**src/soc_defines.svh**
```systemverilog
// build-time constants only; bit period must be at least 4 clocks, widths are fixed per board
`ifndef SOC_DEFINES_SVH
`define SOC_DEFINES_SVH

// ====================
// serial link timing
// ====================

// clocks per serial bit kept short so simulation stays fast
// a real board would use clk_hz / baud here
`define SOC_CLKS_PER_BIT 8

// ====================
// board gpio
// ====================

// number of user leds driven by the bridge
`define SOC_LED_WIDTH 8

// dip switch count of at most 8 so a read fits one reply byte
`define SOC_SW_WIDTH 4

`endif
```
**src/bridge_pkg.sv**
```systemverilog
// command and reply encodings of the serial gpio bridge; switch count must be 8 or less
`default_nettype none

`include "soc_defines.svh"

package bridge_pkg;

  // ====================
  // command bytes
  // ====================

  typedef logic [7:0] cmd_code_t;

  // 'W' followed by one data byte for the leds
  localparam cmd_code_t CMD_WRITE_LED = 8'h57;
  // 'R' asks for the switch value in the reply
  localparam cmd_code_t CMD_READ_SW   = 8'h52;

  // ====================
  // reply bytes
  // ====================

  typedef logic [7:0] reply_code_t;

  // 'K' after a completed led write
  localparam reply_code_t RPL_ACK     = 8'h4B;
  // '?' for any code the bridge does not know
  localparam reply_code_t RPL_UNKNOWN = 8'h3F;

  // ====================
  // board vectors
  // ====================

  typedef logic [`SOC_LED_WIDTH-1:0] led_t;
  typedef logic [`SOC_SW_WIDTH-1:0]  sw_t;

  // one command in flight at a time, no queue
  typedef enum logic [1:0] {
    BR_WAIT_CMD,
    BR_WAIT_DATA,
    BR_SEND_REPLY
  } bridge_state_t;

endpackage

`default_nettype wire

```
**src/uart_pkg.sv**
```systemverilog
// serial link types for an 8n1 frame only; no parity or second stop bit is modelled
`default_nettype none

package uart_pkg;

  // ====================
  // payload
  // ====================

  // one data byte as carried on the line, lsb first
  typedef logic [7:0] uart_byte_t;

  // index of a data bit inside the frame, 0..7 used
  // four bits leave room to count start and stop as well
  typedef logic [3:0] uart_bitcnt_t;

  // ====================
  // state machines
  // ====================

  // receiver steps through idle line, start check at mid-bit, eight data bits and stop check
  typedef enum logic [1:0] {
    RX_IDLE,
    RX_START,
    RX_DATA,
    RX_STOP
  } uart_rx_state_t;

  // transmitter holds the line high when idle, then sends start low, data and stop high
  typedef enum logic [1:0] {
    TX_IDLE,
    TX_START,
    TX_DATA,
    TX_STOP
  } uart_tx_state_t;

endpackage

`default_nettype wire

```
**src/uart_byte_if.sv**
```systemverilog
// byte-level link between uart blocks and bridge; strobes are single-cycle, no flow control on rx
`default_nettype none

interface uart_byte_if import uart_pkg::*; ();

  // receive side, valid together with rx_strobe
  uart_byte_t rx_byte;
  // one cycle per good frame
  logic       rx_strobe;
  // one cycle instead of rx_strobe when the stop bit was low
  logic       rx_frame_err;

  // transmit side
  uart_byte_t tx_byte;
  // only pulsed while tx_busy is low
  logic       tx_start;
  // high for the whole frame, start through stop
  logic       tx_busy;

  // receiver produces bytes
  modport rx (
    output rx_byte,
    output rx_strobe,
    output rx_frame_err
  );

  // transmitter consumes one byte per start pulse
  modport tx (
    input  tx_byte,
    input  tx_start,
    output tx_busy
  );

  // bridge sits between both directions
  modport bridge (
    input  rx_byte,
    input  rx_strobe,
    input  rx_frame_err,
    input  tx_busy,
    output tx_byte,
    output tx_start
  );

endinterface

`default_nettype wire

```
**src/board_top.sv**
```systemverilog
// board top with a serial command port; single clock domain, switches and rx treated as async
`default_nettype none

module board_top import bridge_pkg::*; (
  input  logic clk,
  input  logic i_rst,
  input  logic i_uart_rx,
  input  sw_t  i_sw,
  output logic o_uart_tx,
  output led_t o_led
);

  // ====================
  // byte link
  // ====================

  // shared between receiver, transmitter and bridge
  uart_byte_if link ();

  // ====================
  // serial port
  // ====================

  // host to board
  uart_rx u_rx (
    .clk    (clk),
    .i_rst  (i_rst),
    .i_rx   (i_uart_rx),
    .o_link (link.rx)
  );

  // board to host, replies only
  uart_tx u_tx (
    .clk    (clk),
    .i_rst  (i_rst),
    .i_link (link.tx),
    .o_tx   (o_uart_tx)
  );

  // ====================
  // command bridge
  // ====================

  // leds and switches sit behind the bridge
  gpio_bridge u_bridge (
    .clk     (clk),
    .i_rst   (i_rst),
    .io_link (link.bridge),
    .i_sw    (i_sw),
    .o_led   (o_led)
  );

endmodule

`default_nettype wire

```
**src/gpio_bridge.sv**
```systemverilog
// single-command bridge, no receive queue; host must wait for each reply before the next command
`default_nettype none

module gpio_bridge import bridge_pkg::*; (
  input  logic        clk,
  input  logic        i_rst,
  uart_byte_if.bridge io_link,
  input  sw_t         i_sw,
  output led_t        o_led
);

  bridge_state_t state;
  sw_t           sw_meta;
  sw_t           sw_sync;
  reply_code_t   reply_q;

  // ====================
  // switch synchronizer
  // ====================

  // dip switches are asynchronous, two flops before use
  // a read reply sees i_sw two cycles late
  always_ff @(posedge clk) begin
    sw_meta <= i_sw;
    sw_sync <= sw_meta;
  end

  // ====================
  // command fsm
  // ====================

  always_ff @(posedge clk) begin
    if (i_rst) begin
      state <= BR_WAIT_CMD;
      o_led <= '0;
    end else begin
      case (state)
        BR_WAIT_CMD: begin
          // a frame error here is simply dropped
          if (io_link.rx_strobe) begin
            // read and unknown codes answer at once, only a write needs data
            if (io_link.rx_byte == CMD_WRITE_LED) begin
              state <= BR_WAIT_DATA;
            end else begin
              state <= BR_SEND_REPLY;
            end
          end
        end
        BR_WAIT_DATA: begin
          if (io_link.rx_frame_err) begin
            // a broken data byte abandons the write without a reply
            state <= BR_WAIT_CMD;
          end else if (io_link.rx_strobe) begin
            // leds follow one cycle after the data strobe
            o_led <= led_t'(io_link.rx_byte);
            state <= BR_SEND_REPLY;
          end
        end
        BR_SEND_REPLY: begin
          // wait here while the transmitter still sends the previous frame
          if (!io_link.tx_busy) begin
            state <= BR_WAIT_CMD;
          end
        end
        default: state <= BR_WAIT_CMD;
      endcase
    end
  end

  // reply byte is loaded when a command completes
  always_ff @(posedge clk) begin
    if (io_link.rx_strobe) begin
      if (state == BR_WAIT_CMD) begin
        case (io_link.rx_byte)
          // switches zero-extended to a full byte
          CMD_READ_SW: reply_q <= reply_code_t'(sw_sync);
          CMD_WRITE_LED: reply_q <= RPL_ACK;
          default: reply_q <= RPL_UNKNOWN;
        endcase
      end else if (state == BR_WAIT_DATA) begin
        reply_q <= RPL_ACK;
      end
    end
  end

  // start goes out the first cycle in send reply with the transmitter free
  assign io_link.tx_start = (state == BR_SEND_REPLY) && !io_link.tx_busy;
  assign io_link.tx_byte  = reply_q;

endmodule

`default_nettype wire

```
**src/uart_tx.sv**
```systemverilog
// 8n1 transmitter, one byte per start pulse; a start pulse while busy is ignored
`default_nettype none

`include "soc_defines.svh"

module uart_tx import uart_pkg::*; (
  input  logic    clk,
  input  logic    i_rst,
  uart_byte_if.tx i_link,
  output logic    o_tx
);

  localparam int CLKS = `SOC_CLKS_PER_BIT;
  localparam int CW   = $clog2(CLKS);

  uart_tx_state_t state;
  logic [CW-1:0]  clk_cnt;
  uart_bitcnt_t   bit_idx;
  uart_byte_t     shift_q;
  logic           busy_q;
  logic           bit_end;

  // every bit on the line lasts exactly CLKS cycles
  assign bit_end = (clk_cnt == CW'(CLKS - 1));

  // ====================
  // frame fsm
  // ====================

  always_ff @(posedge clk) begin
    if (i_rst) begin
      state   <= TX_IDLE;
      clk_cnt <= '0;
      bit_idx <= '0;
      busy_q  <= 1'b0;
      o_tx    <= 1'b1;
    end else begin
      case (state)
        TX_IDLE: begin
          clk_cnt <= '0;
          bit_idx <= '0;
          if (i_link.tx_start) begin
            // start bit and busy show up together, one cycle after the pulse
            o_tx   <= 1'b0;
            busy_q <= 1'b1;
            state  <= TX_START;
          end
        end
        TX_START: begin
          if (bit_end) begin
            clk_cnt <= '0;
            o_tx    <= shift_q[0];
            state   <= TX_DATA;
          end else begin
            clk_cnt <= clk_cnt + 1'b1;
          end
        end
        TX_DATA: begin
          if (bit_end) begin
            clk_cnt <= '0;
            if (bit_idx == uart_bitcnt_t'(7)) begin
              // stop bit
              o_tx  <= 1'b1;
              state <= TX_STOP;
            end else begin
              o_tx    <= shift_q[0];
              bit_idx <= bit_idx + 1'b1;
            end
          end else begin
            clk_cnt <= clk_cnt + 1'b1;
          end
        end
        TX_STOP: begin
          if (bit_end) begin
            // 10 bit periods done, line stays high
            clk_cnt <= '0;
            busy_q  <= 1'b0;
            state   <= TX_IDLE;
          end else begin
            clk_cnt <= clk_cnt + 1'b1;
          end
        end
        default: state <= TX_IDLE;
      endcase
    end
  end

  // byte latched on start, then shifted right as each data bit goes out
  always_ff @(posedge clk) begin
    if (state == TX_IDLE && i_link.tx_start) begin
      shift_q <= i_link.tx_byte;
    end else if (bit_end && (state == TX_START || state == TX_DATA)) begin
      shift_q <= {1'b0, shift_q[7:1]};
    end
  end

  assign i_link.tx_busy = busy_q;

endmodule

`default_nettype wire

```
**src/uart_rx.sv**
```systemverilog
// 8n1 receiver, fixed bit period, mid-bit sampling; rx_byte is only valid alongside the strobe
`default_nettype none

`include "soc_defines.svh"

module uart_rx import uart_pkg::*; (
  input  logic    clk,
  input  logic    i_rst,
  input  logic    i_rx,
  uart_byte_if.rx o_link
);

  localparam int CLKS = `SOC_CLKS_PER_BIT;
  localparam int HALF = CLKS / 2;
  localparam int CW   = $clog2(CLKS);

  logic           rx_meta;
  logic           rx_sync;
  uart_rx_state_t state;
  logic [CW-1:0]  clk_cnt;
  uart_bitcnt_t   bit_idx;
  uart_byte_t     shift_q;
  logic           strobe_q;
  logic           ferr_q;
  logic           bit_end;

  // ====================
  // input synchronizer
  // ====================

  // line idles high, so reset to 1 avoids a false start edge
  always_ff @(posedge clk) begin
    if (i_rst) begin
      rx_meta <= 1'b1;
      rx_sync <= 1'b1;
    end else begin
      rx_meta <= i_rx;
      rx_sync <= rx_meta;
    end
  end

  // last cycle of a full bit period, counted from a mid-bit point
  assign bit_end = (clk_cnt == CW'(CLKS - 1));

  // ====================
  // frame fsm
  // ====================

  always_ff @(posedge clk) begin
    if (i_rst) begin
      state    <= RX_IDLE;
      clk_cnt  <= '0;
      bit_idx  <= '0;
      strobe_q <= 1'b0;
      ferr_q   <= 1'b0;
    end else begin
      // pulses by default
      strobe_q <= 1'b0;
      ferr_q   <= 1'b0;
      case (state)
        RX_IDLE: begin
          clk_cnt <= '0;
          // falling edge seen on the synchronized line
          if (!rx_sync) begin
            state <= RX_START;
          end
        end
        RX_START: begin
          // half a bit in, the line must still be low
          if (clk_cnt == CW'(HALF - 1)) begin
            clk_cnt <= '0;
            bit_idx <= '0;
            // high here means a glitch, drop it
            state   <= rx_sync ? RX_IDLE : RX_DATA;
          end else begin
            clk_cnt <= clk_cnt + 1'b1;
          end
        end
        RX_DATA: begin
          if (bit_end) begin
            clk_cnt <= '0;
            if (bit_idx == uart_bitcnt_t'(7)) begin
              state <= RX_STOP;
            end else begin
              bit_idx <= bit_idx + 1'b1;
            end
          end else begin
            clk_cnt <= clk_cnt + 1'b1;
          end
        end
        RX_STOP: begin
          if (bit_end) begin
            clk_cnt  <= '0;
            // good stop bit gives the byte, a low one only flags the error
            strobe_q <= rx_sync;
            ferr_q   <= !rx_sync;
            // back to idle at once, the next start edge may follow directly
            state    <= RX_IDLE;
          end else begin
            clk_cnt <= clk_cnt + 1'b1;
          end
        end
        default: state <= RX_IDLE;
      endcase
    end
  end

  // lsb arrives first, so data shifts in from the top
  always_ff @(posedge clk) begin
    if (state == RX_DATA && bit_end) begin
      shift_q <= {rx_sync, shift_q[7:1]};
    end
  end

  assign o_link.rx_byte      = shift_q;
  assign o_link.rx_strobe    = strobe_q;
  assign o_link.rx_frame_err = ferr_q;

endmodule

`default_nettype wire

```
**config.mk**
```make
export PLATFORM = sky130hd
export DESIGN_NAME = board_top
export DESIGN_NICKNAME = d
export VERILOG_FILES = /design/src/bridge_pkg.sv /design/src/uart_pkg.sv /design/src/uart_byte_if.sv /design/src/board_top.sv /design/src/gpio_bridge.sv /design/src/uart_tx.sv /design/src/uart_rx.sv
export VERILOG_INCLUDE_DIRS = /design/src
export SDC_FILE = /design/constraint.sdc
export NUM_CORES = 1
export LEC_CHECK = 0
export BUFFER_PORTS_ARGS = -buffer_cell sky130_fd_sc_hd__clkbuf_2
export CAP_MARGIN = 10
export CORE_ASPECT_RATIO = 0.5
export CORE_MARGIN = 2
export CORE_UTILIZATION = 56
export CTS_BUF_LIST = sky130_fd_sc_hd__clkbuf_4 sky130_fd_sc_hd__clkbuf_8
export DETAILED_ROUTE_END_ITERATION = 10
export HOLD_SLACK_MARGIN = 0.08
export PLACE_DENSITY = 0.75
export SLEW_MARGIN = 0
export SYNTH_ARGS = -nofsm -noshare
export SYNTH_HDL_FRONTEND = slang
export SYNTH_SLANG_ARGS = --single-unit
export TNS_END_PERCENT = 10
```
**constraint.sdc**
```tcl
create_clock -name clk -period 1.6 [get_ports clk]
set_input_delay 0.32 -clock clk [delete_from_list [all_inputs] [get_ports clk]]
set_output_delay 0.32 -clock clk [all_outputs]
set_load 0.1 [all_outputs]
```
==> reports/results.ini <==
[finish]
nets = 284
design_area_um2 = 3020
synthToLayoutAreaGrowth_pct = 16.1
n_fill_cell = 324
drive_gt1_frac = 0.243
final_cells = 324
n_antenna_cell = 0
post-route-util = 0.683

[timing]
worst_slack_ps = 71.9
clock.fmax_ghz = 0.654
post-route-period-util = 0.955
fin_crit_ps = 1530
setup_tns_ps = 0
maxSlewHeadroom = 0.637
skew_ps = 7.89
hold_viol_final = 0
tightest_slew_ps = 546
setup_viol = 0
rsz0062_at_grt = yes
drv_slew = 0

[pwr]
p_comb_frac = 0.136
seq_power_share = 0.526
peakVddDrop_mv = 0.641
p_per_area_nw_per_um2 = 1100
internal_power_mw = 2.41
pwr-share-clk = 0.338
p_sw_mw = 0.922
switching_share = 0.277
leakagePower_nw = 1.22

[clock_network]
cts_tree = done
root_buffer = clkbuf_8
clock_latency_ps = 330
cts.htree.levels = 3
postCtsSetupBuffers = 0
cts_inserted_buffers = 9
clockBufferDepth = 2
clkTransAtPathRegs_ps = 70
clock_sinks = 63

[logic_synthesis]
synth_common_cells = 42 x dfxtp_1, 23 x nor2_1, 21 x edfxtp_1
yosysSeqAreaShare = 0.565
syn_avg_cell_area_um2 = 11.4
synth_top_area_frac = 0.323
synth-main-ff-cell = dfxtp_1
synth_seq_cells = 63
syn-instance-count = 228
syn_area_um2 = 2600
synth_area_leader_cell = dfxtp_1
yosysMostFrequentCell = dfxtp_1
synth.distinct_cells = 46
netlist_top_cells_area = dfxtp_1 32%, edfxtp_1 24%, ha_1 7.2%, nor2_1 3.3%, mux2i_1 3.1%
synthArstFlopShare = 0
yosysWarnings = 0
syn-num-nets = 250
synth_edf_count = 21

[setup_path]
reg2regPathDepth = 5
cp.arrival_ps = 1790
critPathLaunchType = register
cp.required_ps = 1860
critical_path_class = reg2reg
r2r_setup_slack_ps = 70
slowest_delay_ps = 500
path_max_fanout = 6
critPathBufInv = 0
reg2reg_to = u_rx.bit_idx[3]$_SDFFE_PP0P_
endpoint_kind = register
worstPathCellList = ha_1 -> ha_4 -> nand3b_4 -> or4_1 -> a21oi_1
slowest_stage = or4_1
timing.rr.start = u_rx.clk_cnt[0]$_SDFF_PP0_
critPathTopFamily = simple AND/OR/NAND/NOR gates

[min_path]
holdPathStages = 1
hold_start = i_sw[1]
hold_end = u_bridge.sw_meta[1]$_DFF_P_
hp-class = in2reg

[die]
pin_count = 16
core-area_um2 = 4420
die_area_um2 = 5240
start_util = 0.588
row_count = 17
die_w_um = 100
die_h_um = 52.2

[place]
portBuffers = 15
hpwl_mm = 3.00
dp.cells = 305
pre_cts_slack_ps = -21.4
gp_congestion = 0.824
placed_area_um2 = 2810

[route]
drtAntennaViolNets = 0
drt-pass1-iter-count = 4
drc = 0
drt-initial-drc-count = 82
wl_mm = 4.37
vias = 1736
vias_per_cell = 5.36
wl_per_cell_um = 13.5

[global_routing]
grt_max_degree = 23
grt_pass1_wl_mm = 7.38
grt_pass1_vias = 1644
antenna_found_initial = 0
grt.total_usage = 0.190
gr-total-overflow = 0

[run_status]
outcome = completed

[run]
drv_cap = 0

[layout by cell type, fill, tap and decap left out, types with 5 or more instances in the layout]
master	instances
clkbuf_2	15
ha_1	13
mux2_2	5
edfxtp_1	21
dfxtp_1	42
clkbuf_8	9
inv_1	12
o21ai_0	8
nand2_1	10
a21oi_1	7
mux2i_1	8
buf_4	15
or2_2	6
a211oi_1	7
nor2_1	23
[sequential cells by signal, indices dropped and copies added, names as in the netlist, named ones only]
register                  cells
u_bridge.o_led                8
u_rx.clk_cnt                  3
u_tx.i_link.tx_busy           1
u_tx.shift_q                  7
u_bridge.sw_meta              4
u_tx.clk_cnt                  3
u_bridge.state                2
u_rx.rx_meta                  1
u_rx.o_link.rx_byte           8
u_bridge.sw_sync              4
u_rx.state                    1
u_tx.bit_idx                  4
u_tx.o_tx                     1
u_tx.state                    2
u_rx.o_link.rx_frame_err      1
u_rx.bit_idx                  4
u_bridge.io_link.tx_byte      6
u_rx.rx_sync                  1
u_rx.o_link.rx_strobe         1
[through the flow]
step	total power, mW	hold WS (ps)
final	3.33	103
after global routing	3.48	83.0
after CTS	3.35	84.2
after detailed placement	2.22	313
after global placement	2.20	311
after floorplan	2.11	310
[routing by layer]
| layer | routed length (um) | track usage | vias to the layer above |
|---|---|---|---|
| met3 | 175 | 0.0813 | 4 |
| met4 | 29 | 0.0639 | 0 |
| met2 | 2130 | 0.310 | 31 |
| met5 | 0 | 0 | - |
| li1 | - | - | 879 |
| met1 | 2040 | 0.232 | 822 |
[worst register-to-register path, delay by kind of cell, from the launching register on]
kind	cells	cell delay, ps
adders and majority gates	2	380
and+or+nand+nor	2	600
AOI/OAI and AO/OA	1	140
DFF	1	330
[power by group through the flow]
stage          combinational [mW]  clock [mW]  sequential, mW
6_report                    0.453        1.13            1.75
5_1_grt                     0.506        1.22            1.75
4_1_cts                     0.440        1.16            1.75
3_5_place_dp                0.434           0            1.78
3_3_place_gp                0.421           0            1.78
2_1_floorplan               0.235           0            1.87
[logic make-up (layout without fill, tap and decap cells)]
kind of cell / after synthesis / in the layout / share of synthesized area
muxes: 13 / 13 / 0.0524
AOI/OAI and AO/OA: 33 / 33 / 0.0832
adders and majority gates: 15 / 15 / 0.0721
and+or+nand+nor: 76 / 76 / 0.171
xor gates and xnor gates: 5 / 5 / 0.0168
DFF: 63 / 63 / 0.565
buffers and inverters: 23 / 62 / 0.0394
[final cells by class]
type / instances / area [um2] / share of cell area
clock inverter: 6 / 27.5 / 0.00911
timing repair buffer: 33 / 218 / 0.0721
inverter: 13 / 48.8 / 0.0162
clock buffer: 10 / 131 / 0.0435
multi-input combinational: 142 / 1050 / 0.348
tap: 57 / 71.3 / 0.0236
sequential: 63 / 1470 / 0.487
[repair_timing]
| item | in CTS | in global routing |
|---|---|---|
| endpoints found under the hold margin | 2 | 1 |
| pin swaps | 0 | 3 |
| hold buffers | 2 | 1 |
| gates resized for setup | 2 | 5 |
| endpoints found under the setup margin | 11 | 11 |
[how the worst max path moves through the flow]
stage,from,end,slack [ps],cells past startpoint
2_1_floorplan,u_bridge.state[1]$_SDFFE_PP0P_,u_bridge.o_led[0]$_SDFFE_PP0P_,60,6
6_report,u_rx.clk_cnt[0]$_SDFF_PP0_,u_rx.bit_idx[3]$_SDFFE_PP0P_,70,5
5_1_grt,u_rx.clk_cnt[0]$_SDFF_PP0_,u_rx.bit_idx[3]$_SDFFE_PP0P_,-10,5
4_1_cts,u_rx.clk_cnt[0]$_SDFF_PP0_,u_rx.bit_idx[3]$_SDFFE_PP0P_,20,5
3_3_place_gp,u_tx.state[1]$_SDFFE_PP0P_,u_tx.shift_q[1]$_DFFE_PP_,70,4
3_5_place_dp,u_tx.state[1]$_SDFFE_PP0P_,u_tx.shift_q[1]$_DFFE_PP_,-20,4
Power figures use the tool's default switching activity.
